==> config.mk <==
export PLATFORM = sky130hd
export DESIGN_NAME = ex_stage
export DESIGN_NICKNAME = d
export VERILOG_FILES = /design/src/hw/ex_pkg.sv /design/src/hw/ex_stage.sv /design/src/hw/ex_writeback.sv /design/src/hw/ex_mult.sv /design/src/hw/ex_alu.sv /design/src/hw/ex_decode.sv
export VERILOG_INCLUDE_DIRS = /design/src /design/src/include
export SDC_FILE = /design/constraint.sdc
export NUM_CORES = 2
export LEC_CHECK = 0
export CAP_MARGIN = 30
export CORE_MARGIN = 3
export CORE_UTILIZATION = 57
export CTS_CLUSTER_SIZE = 8
export DETAILED_ROUTE_END_ITERATION = 12
export DONT_BUFFER_PORTS = 1
export PLACE_DENSITY = 0.75
export SLEW_MARGIN = 40
export SYNTH_ARGS = -nofsm -noshare
export SYNTH_HDL_FRONTEND = slang
export SYNTH_SLANG_ARGS = --single-unit
==> constraint.sdc <==
create_clock -name clk -period 15.55 [get_ports clk]
set_input_delay 3.11 -clock clk [delete_from_list [all_inputs] [get_ports clk]]
set_output_delay 3.11 -clock clk [all_outputs]
set_load 0.02 [all_outputs]
==> src/include/ex_config.svh <==
// Width settings for the execute stage, included by the package and the testbench
`ifndef EX_CONFIG_SVH
`define EX_CONFIG_SVH

//////////////////////////////////////////////////
// Data path
//////////////////////////////////////////////////

// One data word
`define EX_XLEN 32

// Register file address, 64 entries
`define EX_REG_ADDR_W 6

//////////////////////////////////////////////////
// Operator codes
//////////////////////////////////////////////////

// ALU operator field, 16 codes
`define EX_ALU_OP_W 4

// Multiplier operator field
`define EX_MULT_OP_W 2

`endif
==> src/hw/ex_pkg.sv <==
// Shared types of the execute stage, imported by every module of the stage
`default_nettype none

`include "ex_config.svh"

package ex_pkg;

  //////////////////////////////////////////////////
  // Basic words
  //////////////////////////////////////////////////

  typedef logic [`EX_XLEN-1:0]       xlen_t;
  typedef logic [`EX_REG_ADDR_W-1:0] reg_addr_t;

  //////////////////////////////////////////////////
  // Operator codes from decode
  //////////////////////////////////////////////////

  // Arithmetic, logic, shift, set-less-than and branch compares
  typedef enum logic [`EX_ALU_OP_W-1:0] {
    ALU_ADD, ALU_SUB, ALU_AND, ALU_OR, ALU_XOR, ALU_SLL, ALU_SRL, ALU_SRA,
    ALU_SLT, ALU_SLTU, ALU_EQ, ALU_NE, ALU_LTS, ALU_LTU, ALU_GES, ALU_GEU
  } alu_op_e;

  // Low word and the three high-word variants
  typedef enum logic [`EX_MULT_OP_W-1:0] {
    MUL, MULH, MULHU, MULHSU
  } mult_op_e;

  //////////////////////////////////////////////////
  // Decoded ALU controls
  //////////////////////////////////////////////////

  typedef enum logic [1:0] {CMP_EQ, CMP_LT, CMP_GE} cmp_kind_e;
  typedef enum logic [1:0] {RES_ADDER, RES_LOGIC, RES_SHIFT, RES_CMP} res_sel_e;
  typedef enum logic [1:0] {LOGIC_AND, LOGIC_OR, LOGIC_XOR} logic_fn_e;

  typedef struct packed {
    logic      sub;
    logic      cmp_signed;
    cmp_kind_e cmp_kind;
    // Flips the compare outcome, used for not-equal
    logic      cmp_invert;
    logic      shift_right;
    logic      shift_arith;
    res_sel_e  res_sel;
    logic_fn_e logic_fn;
  } alu_ctrl_t;

  //////////////////////////////////////////////////
  // Requests and write ports
  //////////////////////////////////////////////////

  // Operand c carries the jump target
  typedef struct packed {
    logic    enable;
    alu_op_e op;
    xlen_t   a;
    xlen_t   b;
    xlen_t   c;
  } alu_req_t;

  typedef struct packed {
    logic     enable;
    mult_op_e op;
    xlen_t    a;
    xlen_t    b;
  } mult_req_t;

  // Register file write port, forwarding or load
  typedef struct packed {
    logic      we;
    reg_addr_t addr;
    xlen_t     data;
  } wb_port_t;

endpackage

`default_nettype wire

==> src/hw/ex_stage.sv <==
// Top of the execute stage, connecting decode, ALU, multiplier and writeback
`timescale 1ns/100ps
`default_nettype none

module ex_stage (
  input  logic              clk,
  input  logic              rst_n,
  input  ex_pkg::alu_req_t  alu_req_i,
  input  ex_pkg::mult_req_t mult_req_i,
  input  logic              regfile_alu_we_i,
  input  logic              regfile_we_i,
  input  logic              csr_access_i,
  input  logic              lsu_en_i,
  input  logic              branch_in_ex_i,
  input  logic              lsu_ready_ex_i,
  input  logic              lsu_err_i,
  input  logic              wb_ready_i,
  input  ex_pkg::reg_addr_t regfile_alu_waddr_i,
  input  ex_pkg::reg_addr_t regfile_waddr_i,
  input  ex_pkg::xlen_t     csr_rdata_i,
  input  ex_pkg::xlen_t     lsu_rdata_i,
  output ex_pkg::wb_port_t  fw_port_o,
  output ex_pkg::wb_port_t  wb_port_o,
  output ex_pkg::xlen_t     jump_target_o,
  output logic              branch_decision_o,
  output logic              mult_multicycle_o,
  output logic              ex_ready_o,
  output logic              ex_valid_o
);

  import ex_pkg::*;

  alu_ctrl_t alu_ctrl;
  xlen_t     alu_result;
  logic      alu_cmp;
  xlen_t     mult_result;
  logic      mult_ready;
  wb_port_t  alu_dst;
  wb_port_t  lsu_dst;

  // Destinations only, data is filled in by the writeback mux
  assign alu_dst = '{we: regfile_alu_we_i, addr: regfile_alu_waddr_i, data: '0};
  assign lsu_dst = '{we: regfile_we_i, addr: regfile_waddr_i, data: '0};

  // Branch outputs to fetch
  assign branch_decision_o = alu_cmp;
  assign jump_target_o     = alu_req_i.c;
  assign mult_multicycle_o = ~mult_ready;

  //////////////////////////////////////////////////
  // Decode and ALU
  //////////////////////////////////////////////////

  ex_decode decode_i (
    .alu_op_i   (alu_req_i.op),
    .alu_ctrl_o (alu_ctrl)
  );

  ex_alu alu_i (
    .operand_a_i  (alu_req_i.a),
    .operand_b_i  (alu_req_i.b),
    .alu_ctrl_i   (alu_ctrl),
    .result_o     (alu_result),
    .cmp_result_o (alu_cmp)
  );

  //////////////////////////////////////////////////
  // Multiplier
  //////////////////////////////////////////////////

  ex_mult mult_i (
    .clk        (clk),
    .rst_n      (rst_n),
    .mult_req_i (mult_req_i),
    .ex_ready_i (ex_ready_o),
    .result_o   (mult_result),
    .ready_o    (mult_ready)
  );

  //////////////////////////////////////////////////
  // Write ports and handshake
  //////////////////////////////////////////////////

  ex_writeback writeback_i (
    .clk            (clk),
    .rst_n          (rst_n),
    .alu_en_i       (alu_req_i.enable),
    .mult_en_i      (mult_req_i.enable),
    .csr_access_i   (csr_access_i),
    .lsu_en_i       (lsu_en_i),
    .alu_result_i   (alu_result),
    .mult_result_i  (mult_result),
    .csr_rdata_i    (csr_rdata_i),
    .lsu_rdata_i    (lsu_rdata_i),
    .alu_dst_i      (alu_dst),
    .lsu_dst_i      (lsu_dst),
    .mult_ready_i   (mult_ready),
    .lsu_ready_ex_i (lsu_ready_ex_i),
    .lsu_err_i      (lsu_err_i),
    .wb_ready_i     (wb_ready_i),
    .branch_in_ex_i (branch_in_ex_i),
    .fw_port_o      (fw_port_o),
    .wb_port_o      (wb_port_o),
    .ex_ready_o     (ex_ready_o),
    .ex_valid_o     (ex_valid_o)
  );

endmodule

`default_nettype wire

==> src/hw/ex_writeback.sv <==
// ALU write-port mux, EX/WB load-port register and stall handshake of the execute stage
`timescale 1ns/100ps
`default_nettype none

module ex_writeback (
  input  logic             clk,
  input  logic             rst_n,
  input  logic             alu_en_i,
  input  logic             mult_en_i,
  input  logic             csr_access_i,
  input  logic             lsu_en_i,
  input  ex_pkg::xlen_t    alu_result_i,
  input  ex_pkg::xlen_t    mult_result_i,
  input  ex_pkg::xlen_t    csr_rdata_i,
  input  ex_pkg::xlen_t    lsu_rdata_i,
  input  ex_pkg::wb_port_t alu_dst_i,
  input  ex_pkg::wb_port_t lsu_dst_i,
  input  logic             mult_ready_i,
  input  logic             lsu_ready_ex_i,
  input  logic             lsu_err_i,
  input  logic             wb_ready_i,
  input  logic             branch_in_ex_i,
  output ex_pkg::wb_port_t fw_port_o,
  output ex_pkg::wb_port_t wb_port_o,
  output logic             ex_ready_o,
  output logic             ex_valid_o
);

  import ex_pkg::*;

  logic      no_stall;
  logic      any_en;
  logic      lsu_we_q;
  reg_addr_t lsu_waddr_q;

  //////////////////////////////////////////////////
  // Forwarding port
  //////////////////////////////////////////////////

  always_comb begin
    fw_port_o.we   = alu_dst_i.we;
    fw_port_o.addr = alu_dst_i.addr;
    // Priority csr, mult, alu
    if (csr_access_i) begin
      fw_port_o.data = csr_rdata_i;
    end else if (mult_en_i) begin
      fw_port_o.data = mult_result_i;
    end else if (alu_en_i) begin
      fw_port_o.data = alu_result_i;
    end else begin
      fw_port_o.data = '0;
    end
  end

  //////////////////////////////////////////////////
  // Ready and valid
  //////////////////////////////////////////////////

  assign no_stall = mult_ready_i & lsu_ready_ex_i & wb_ready_i;
  assign any_en   = alu_en_i | mult_en_i | csr_access_i | lsu_en_i;

  // Branches retire in EX, so they never wait on WB
  assign ex_ready_o = no_stall | branch_in_ex_i;
  // Independent of ex_ready_o
  assign ex_valid_o = any_en & no_stall;

  //////////////////////////////////////////////////
  // EX/WB load register
  //////////////////////////////////////////////////

  always_ff @(posedge clk or negedge rst_n) begin
    if (!rst_n) begin
      lsu_we_q <= 1'b0;
    end else if (ex_valid_o) begin
      // Faulting access never writes
      lsu_we_q <= lsu_dst_i.we & ~lsu_err_i;
    end else if (wb_ready_i) begin
      // Bubble moves into WB
      lsu_we_q <= 1'b0;
    end
  end

  always_ff @(posedge clk) begin
    if (ex_valid_o) begin
      lsu_waddr_q <= lsu_dst_i.addr;
    end
  end

  // Load data arrives straight from the LSU in the WB cycle
  assign wb_port_o.we   = lsu_we_q;
  assign wb_port_o.addr = lsu_waddr_q;
  assign wb_port_o.data = lsu_rdata_i;

endmodule

`default_nettype wire

==> src/hw/ex_mult.sv <==
// Integer multiplier, single-cycle low word and two-cycle high word
`timescale 1ns/100ps
`default_nettype none

module ex_mult (
  input  logic              clk,
  input  logic              rst_n,
  input  ex_pkg::mult_req_t mult_req_i,
  input  logic              ex_ready_i,
  output ex_pkg::xlen_t     result_o,
  output logic              ready_o
);

  import ex_pkg::*;

  localparam int XLEN = $bits(xlen_t);
  localparam int HALF = XLEN / 2;

  logic                      a_sign;
  logic                      b_sign;
  logic [XLEN:0]             a_ext;
  logic [XLEN:0]             b_ext;
  logic signed [HALF:0]      a_hi;
  logic signed [HALF:0]      b_hi;
  logic [HALF-1:0]           a_lo;
  logic [HALF-1:0]           b_lo;
  logic [XLEN-1:0]           prod_ll;
  logic signed [2*HALF+1:0]  cross_ab;
  logic signed [2*HALF+1:0]  cross_ba;
  logic signed [2*HALF+3:0]  mid_sum;
  logic signed [2*HALF+1:0]  prod_hh;
  logic signed [2*HALF+3:0]  mid_q;
  logic signed [2*HALF+1:0]  hh_q;
  logic signed [2*HALF+3:0]  high_full;
  xlen_t                     low_word;
  logic                      is_high;
  logic                      step_q;

  //////////////////////////////////////////////////
  // Low word, one cycle
  //////////////////////////////////////////////////

  assign low_word = mult_req_i.a * mult_req_i.b;

  //////////////////////////////////////////////////
  // High word partial products
  //////////////////////////////////////////////////

  // Sign extension by operator
  assign a_sign = (mult_req_i.op == MULH || mult_req_i.op == MULHSU) & mult_req_i.a[XLEN-1];
  assign b_sign = (mult_req_i.op == MULH) & mult_req_i.b[XLEN-1];
  assign a_ext  = {a_sign, mult_req_i.a};
  assign b_ext  = {b_sign, mult_req_i.b};

  // Upper halves signed, lower halves unsigned
  assign a_hi = a_ext[XLEN:HALF];
  assign b_hi = b_ext[XLEN:HALF];
  assign a_lo = a_ext[HALF-1:0];
  assign b_lo = b_ext[HALF-1:0];

  assign prod_ll  = a_lo * b_lo;
  assign cross_ab = a_hi * $signed({1'b0, b_lo});
  assign cross_ba = $signed({1'b0, a_lo}) * b_hi;
  assign prod_hh  = a_hi * b_hi;

  // Middle column with the carry out of the low product
  assign mid_sum = cross_ab + cross_ba + $signed({1'b0, prod_ll[XLEN-1:HALF]});

  //////////////////////////////////////////////////
  // Step state
  //////////////////////////////////////////////////

  assign is_high = mult_req_i.enable & (mult_req_i.op != MUL);

  // Busy in the first cycle of a high multiply only
  assign ready_o = ~(is_high & ~step_q);

  always_ff @(posedge clk or negedge rst_n) begin
    if (!rst_n) begin
      step_q <= 1'b0;
    end else if (is_high && !step_q) begin
      step_q <= 1'b1;
    end else if (step_q && ex_ready_i) begin
      // Result taken, back to idle
      step_q <= 1'b0;
    end
  end

  // Partial sums captured in the first cycle
  always_ff @(posedge clk) begin
    if (is_high && !step_q) begin
      mid_q <= mid_sum;
      hh_q  <= prod_hh;
    end
  end

  // Final carry-propagating add in the second cycle
  assign high_full = hh_q + (mid_q >>> HALF);

  assign result_o = (mult_req_i.op == MUL) ? low_word : high_full[XLEN-1:0];

endmodule

`default_nettype wire

==> src/hw/ex_alu.sv <==
// Integer ALU of the execute stage, driven by the decoded controls from ex_decode
`timescale 1ns/100ps
`default_nettype none

module ex_alu (
  input  ex_pkg::xlen_t     operand_a_i,
  input  ex_pkg::xlen_t     operand_b_i,
  input  ex_pkg::alu_ctrl_t alu_ctrl_i,
  output ex_pkg::xlen_t     result_o,
  output logic              cmp_result_o
);

  import ex_pkg::*;

  localparam int XLEN = $bits(xlen_t);

  // Mirror a word end to end
  function automatic xlen_t bit_reverse(input xlen_t value);
    xlen_t rev;
    for (int i = 0; i < XLEN; i++) begin
      rev[i] = value[XLEN-1-i];
    end
    return rev;
  endfunction

  logic [XLEN:0]        add_a;
  logic [XLEN:0]        add_b;
  logic [XLEN:0]        add_sum;
  logic                 is_equal;
  logic                 is_less;
  logic                 cmp_raw;
  xlen_t                shift_in;
  logic signed [XLEN:0] shift_ext;
  logic signed [XLEN:0] shift_out;
  xlen_t                shift_result;
  xlen_t                logic_result;

  //////////////////////////////////////////////////
  // Shared adder
  //////////////////////////////////////////////////

  // One extra bit so the top bit of a difference is the less-than flag
  assign add_a   = {alu_ctrl_i.cmp_signed & operand_a_i[XLEN-1], operand_a_i};
  assign add_b   = {alu_ctrl_i.cmp_signed & operand_b_i[XLEN-1], operand_b_i};
  assign add_sum = add_a + (alu_ctrl_i.sub ? ~add_b : add_b) + {{XLEN{1'b0}}, alu_ctrl_i.sub};

  // Compare flags read off the difference
  assign is_equal = ~|add_sum[XLEN-1:0];
  assign is_less  = add_sum[XLEN];

  always_comb begin
    unique case (alu_ctrl_i.cmp_kind)
      CMP_EQ:  cmp_raw = is_equal;
      CMP_LT:  cmp_raw = is_less;
      CMP_GE:  cmp_raw = ~is_less;
      default: cmp_raw = 1'b0;
    endcase
  end

  assign cmp_result_o = cmp_raw ^ alu_ctrl_i.cmp_invert;

  //////////////////////////////////////////////////
  // Shifter
  //////////////////////////////////////////////////

  // Left shift = reverse, shift right, reverse back
  assign shift_in  = alu_ctrl_i.shift_right ? operand_a_i : bit_reverse(operand_a_i);
  assign shift_ext = {alu_ctrl_i.shift_arith & shift_in[XLEN-1], shift_in};
  assign shift_out = shift_ext >>> operand_b_i[$clog2(XLEN)-1:0];

  assign shift_result = alu_ctrl_i.shift_right ? shift_out[XLEN-1:0]
                                               : bit_reverse(shift_out[XLEN-1:0]);

  //////////////////////////////////////////////////
  // Logic unit and result mux
  //////////////////////////////////////////////////

  always_comb begin
    unique case (alu_ctrl_i.logic_fn)
      LOGIC_OR:  logic_result = operand_a_i | operand_b_i;
      LOGIC_XOR: logic_result = operand_a_i ^ operand_b_i;
      default:   logic_result = operand_a_i & operand_b_i;
    endcase
  end

  always_comb begin
    unique case (alu_ctrl_i.res_sel)
      RES_LOGIC: result_o = logic_result;
      RES_SHIFT: result_o = shift_result;
      // Set-less-than, compare bit zero-extended
      RES_CMP:   result_o = {{(XLEN-1){1'b0}}, cmp_result_o};
      default:   result_o = add_sum[XLEN-1:0];
    endcase
  end

endmodule

`default_nettype wire

==> src/hw/ex_decode.sv <==
// Maps the issued ALU operator to the internal adder, shifter, compare and mux controls
`timescale 1ns/100ps
`default_nettype none

module ex_decode (
  input  ex_pkg::alu_op_e   alu_op_i,
  output ex_pkg::alu_ctrl_t alu_ctrl_o
);

  import ex_pkg::*;

  //////////////////////////////////////////////////
  // Operator table
  //////////////////////////////////////////////////

  always_comb begin
    // Plain add unless an operator says otherwise
    alu_ctrl_o             = '0;
    alu_ctrl_o.cmp_kind    = CMP_EQ;
    alu_ctrl_o.res_sel     = RES_ADDER;
    alu_ctrl_o.logic_fn    = LOGIC_AND;

    unique case (alu_op_i)
      ALU_ADD: begin
        alu_ctrl_o.res_sel = RES_ADDER;
      end
      ALU_SUB: begin
        alu_ctrl_o.sub = 1'b1;
      end

      // Bitwise group
      ALU_AND: begin
        alu_ctrl_o.res_sel  = RES_LOGIC;
        alu_ctrl_o.logic_fn = LOGIC_AND;
      end
      ALU_OR: begin
        alu_ctrl_o.res_sel  = RES_LOGIC;
        alu_ctrl_o.logic_fn = LOGIC_OR;
      end
      ALU_XOR: begin
        alu_ctrl_o.res_sel  = RES_LOGIC;
        alu_ctrl_o.logic_fn = LOGIC_XOR;
      end

      // Shifts, left goes through the reversed right shifter
      ALU_SLL: begin
        alu_ctrl_o.res_sel = RES_SHIFT;
      end
      ALU_SRL: begin
        alu_ctrl_o.res_sel     = RES_SHIFT;
        alu_ctrl_o.shift_right = 1'b1;
      end
      ALU_SRA: begin
        alu_ctrl_o.res_sel     = RES_SHIFT;
        alu_ctrl_o.shift_right = 1'b1;
        alu_ctrl_o.shift_arith = 1'b1;
      end

      // Set-less-than writes the compare bit
      ALU_SLT, ALU_SLTU: begin
        alu_ctrl_o.res_sel    = RES_CMP;
        alu_ctrl_o.sub        = 1'b1;
        alu_ctrl_o.cmp_kind   = CMP_LT;
        alu_ctrl_o.cmp_signed = (alu_op_i == ALU_SLT);
      end

      // Branch compares, all on the subtracting adder
      ALU_EQ, ALU_NE: begin
        alu_ctrl_o.sub        = 1'b1;
        alu_ctrl_o.cmp_kind   = CMP_EQ;
        alu_ctrl_o.cmp_invert = (alu_op_i == ALU_NE);
      end
      ALU_LTS, ALU_LTU: begin
        alu_ctrl_o.sub        = 1'b1;
        alu_ctrl_o.cmp_kind   = CMP_LT;
        alu_ctrl_o.cmp_signed = (alu_op_i == ALU_LTS);
      end
      ALU_GES, ALU_GEU: begin
        alu_ctrl_o.sub        = 1'b1;
        alu_ctrl_o.cmp_kind   = CMP_GE;
        alu_ctrl_o.cmp_signed = (alu_op_i == ALU_GES);
      end
      default: begin
        alu_ctrl_o.res_sel = RES_ADDER;
      end
    endcase
  end

endmodule

`default_nettype wire

==> reports/qor.csv <==
stage;metric;value;unit
outcome;status;finished, final reports clean;
route;# DRC;0;
final_layout;area of the multi-input gates;53900;sq um
timing;Slew @ Worst Pin;0.953;ns
worst_setup_path;CP most frequent cell;fa_1;
final_layout;Filler cells;9763;
clock_tree;CTS tree;done;
clock_tree;Setup Buffers After CTS;0;
route;Pre-Repair DR Iteration Count;7;
global_routing;vias in the first global route;52673;
logic_synthesis;Synth Area in XOR/XNOR;3.71;%
floorplan;starting density of the core;57.9;%
final_layout;FF+latch area;1790;sq um
timing;max_slew headroom;36.5;%
timing;Hold Violations, Final;0;
route;routed len/inst;22.3;um
clock_tree;CTS Hold Bufs;0;
floorplan;Die Y;343;um
worst_setup_path;CP max FO;33;
clock_tree;Clk pin slew, worst setup/hold paths;0.05;ns
worst_setup_path;CP max stage cell;fa_1;
global_routing;initial antenna violation count;7;
worst_setup_path;Worst EP arrival;10.34;ns
route;final wirelength;188000;um
placed_design;IO buf count;0;
logic_synthesis;Post-Syn Nets;9592;
logic_synthesis;Synth Area per Inst;8.88;sq um
logic_synthesis;mux share of post-synthesis cell area;2.25;%
logic_synthesis;Cell variety after synth;93;
logic_synthesis;post-synthesis async set-or-reset flop share;3.33;%
final_layout;area growth from synthesis to layout;0.974;%
clock_tree;post_cts resized;0;
timing;fin crit share;86.5;%
placed_design;DP HPWL;155000;um
clock_tree;deepest clock path buffer count;2;
floorplan;Core ar.;112000;sq um
final_layout;layout cells sized above 1;1.89;%
global_routing;GRT Residual Overflow;0;
final_layout;Final Non-Filler Cells;8434;
worst_setup_path;worst-path cell chain;and2_1 > fa_1 > fa_1 > fa_1 > fa_1 > inv_1 > fa_1 > inv_1 > fa_1 > fa_1 > inv_1 > fa_1 > inv_1 > ha_1 > a21o_1 > a21o_1 > a21oi_1 > o21ai_0 > a31o_2 > or3_1 > a32oi_1 > o21ai_0 > mux2_2;
logic_synthesis;sequential share of the synthesized area;2.77;%
timing;hold_ws;0.562;ns
route;DRT iter0 DRCs;3923;
worst_setup_path;startpoint types;input pin;
logic_synthesis;ys flop type;edfxtp_1;
global_routing;first-pass GRT wire length;298000;um
final_layout;final layout net count;9253;
clock_tree;CTS root buf;clkbuf_16;
route;Routed Antenna Nets;0;
logic_synthesis;main combinational cell family by area after synthesis;adder cells;
floorplan;Cell Rows;122;
final_layout;commonest non-fill, non-tap cells in the layout;1,932 x inv_1, 1,440 x fa_1, 778 x nand2_1, 625 x ha_1, 466 x and2_1;
worst_setup_path;Worst EP required;12.44;ns
timing;highest clock rate;74.3;MHz
floorplan;# IOs;368;
worst_setup_path;CP max stage delay;0.57;ns
floorplan;die area;117000;sq um
logic_synthesis;simple-gate share of the synthesized area;12.9;%
global_routing;All-Layer GR Usage;33.1;%
timing;RSZ-0062 raised after global routing;no;
worst_setup_path;delay-heaviest family, CP;adder cells;
worst_setup_path;Bufs and invs on worst path;4;
worst_setup_path;crit end category;output port;
logic_synthesis;Synth Area in Compound Gates;7.71;%
final_layout;most common cell after layout, fill and taps aside;inv_1;
hold_path;Hold WC Path Type;register to register;
logic_synthesis;Mapped Area;64600;sq um
timing;crit path time final;13.45;ns
logic_synthesis;number of synthesis warnings;0;
route;Vias/cell;5.78;
clock_tree;htree depth;3;
floorplan;Die Width;343;um
clock_tree;worst skew pair latency;0.33;ns
job;Max Cap Viol;0;
route;DR vias;48768;
timing;setup TNS;0;ns
logic_synthesis;synthesized instance count;7272;
logic_synthesis;number of enable flip-flop cells after synthesis;58;
global_routing;largest net degree at the start of global routing;53;
logic_synthesis;Synth Register Bits;60;
timing;Clock Skews;0.00700;ns
clock_tree;clk sink count;60;
clock_tree;total CTS buffers;9;
worst_setup_path;Setup CP Type;input pin to output port;
placed_design;Cell Count Post-Placement;8410;
timing;final setup vio count;0;
timing;final max-slew violation count;0;
logic_synthesis;Synth Area in Adders;56.7;%
placed_design;gpl congestion;1.04;
[cell usage after synthesis, drive strengths merged, types with 58 or more instances]
cell	number	area (sq um)
ha	626	7830
a21o	60	450
and2	467	2920
fa	1440	28800
nor2	143	539
edfxtp	58	1740
clkbuf	271	1020
nand3	68	340
o21ai	154	786
xnor2	211	1850
a21oi	210	1050
buf	97	674
xor2	60	526
inv	1934	7260
nand2	778	2920
[state kept, by name (all words and copies together), names as in the netlist]
name and flops:
mult_i.step_q 1, mult_i.mid_q 20, writeback_i.lsu_we_q 1, mult_i.hh_q 32, writeback_i.lsu_waddr_q 6
[cell families (layout without fill, tap and decap cells)]
family	count (synthesis)	count (layout)
buf+inv	2306	1972
fa+ha+maj	2066	2066
simple gates	1709	1709
compound gates	759	759
xor+xnor	272	272
mux	100	100
flops	60	60
other cells	0	8
[worst register-to-register path, delay by kind of cell (launching register included)]
kind,cells,cell delay (ns)
flip-flops,1,0.35
buffers and inverters,3,0.81
AND/OR/NAND/NOR,1,0.12
[layer usage]
metal | vias to the layer above | routed length (um) | track usage, %
li1 | 21188 | - | -
met1 | 24672 | 70800 | 42.0
met2 | 2302 | 86900 | 53.3
met3 | 604 | 15800 | 5.37
met4 | 2 | 14700 | 20.4
met5 | - | 13 | 0
[area by class of cell]
| cell class | instances | share of cell area (%) |
|---|---|---|
| multi-input cells | 4906 | 82.6 |
| inverters | 1938 | 11.2 |
| well taps | 1488 | 2.85 |
| flip-flops and latches | 60 | 2.75 |
| clock buffers | 16 | 0.416 |
| repair buffers | 18 | 0.207 |
| diodes | 8 | 0.0307 |
[stage by stage]
stage          worst slack [ns]  utilization, %  area (sq um)
5_1_grt                    1.94            58.5         65200
3_5_place_dp               2.24            58.2         64900
3_3_place_gp               2.33            58.2         64900
2_1_floorplan              2.59               -         64600
6_report                   2.10            58.5         65200
4_1_cts                    2.21            58.4         65200
[path summary, 6_finish.rpt]
kind	end	slack, ns	cells past startpoint	from
max	fw_port_o[26]	2.10	23	mult_req_i[47]
min	mult_i.step_q$_DFFE_PN0P_	0.56	2	mult_i.step_q$_DFFE_PN0P_
max reg2reg	mult_i.mid_q[29]$_DFFE_PP_	13.83	4	mult_i.step_q$_DFFE_PN0P_
min reg2reg	mult_i.step_q$_DFFE_PN0P_	0.56	2	mult_i.step_q$_DFFE_PN0P_
max in group asynchronous	writeback_i.lsu_we_q$_DFFE_PN0P_	13.01	0	rst_n
min in group asynchronous	mult_i.step_q$_DFFE_PN0P_	2.47	0	rst_n
Power is not shown: default switching activity piles up to over one toggle a cycle in this logic, so the estimate is an artifact.
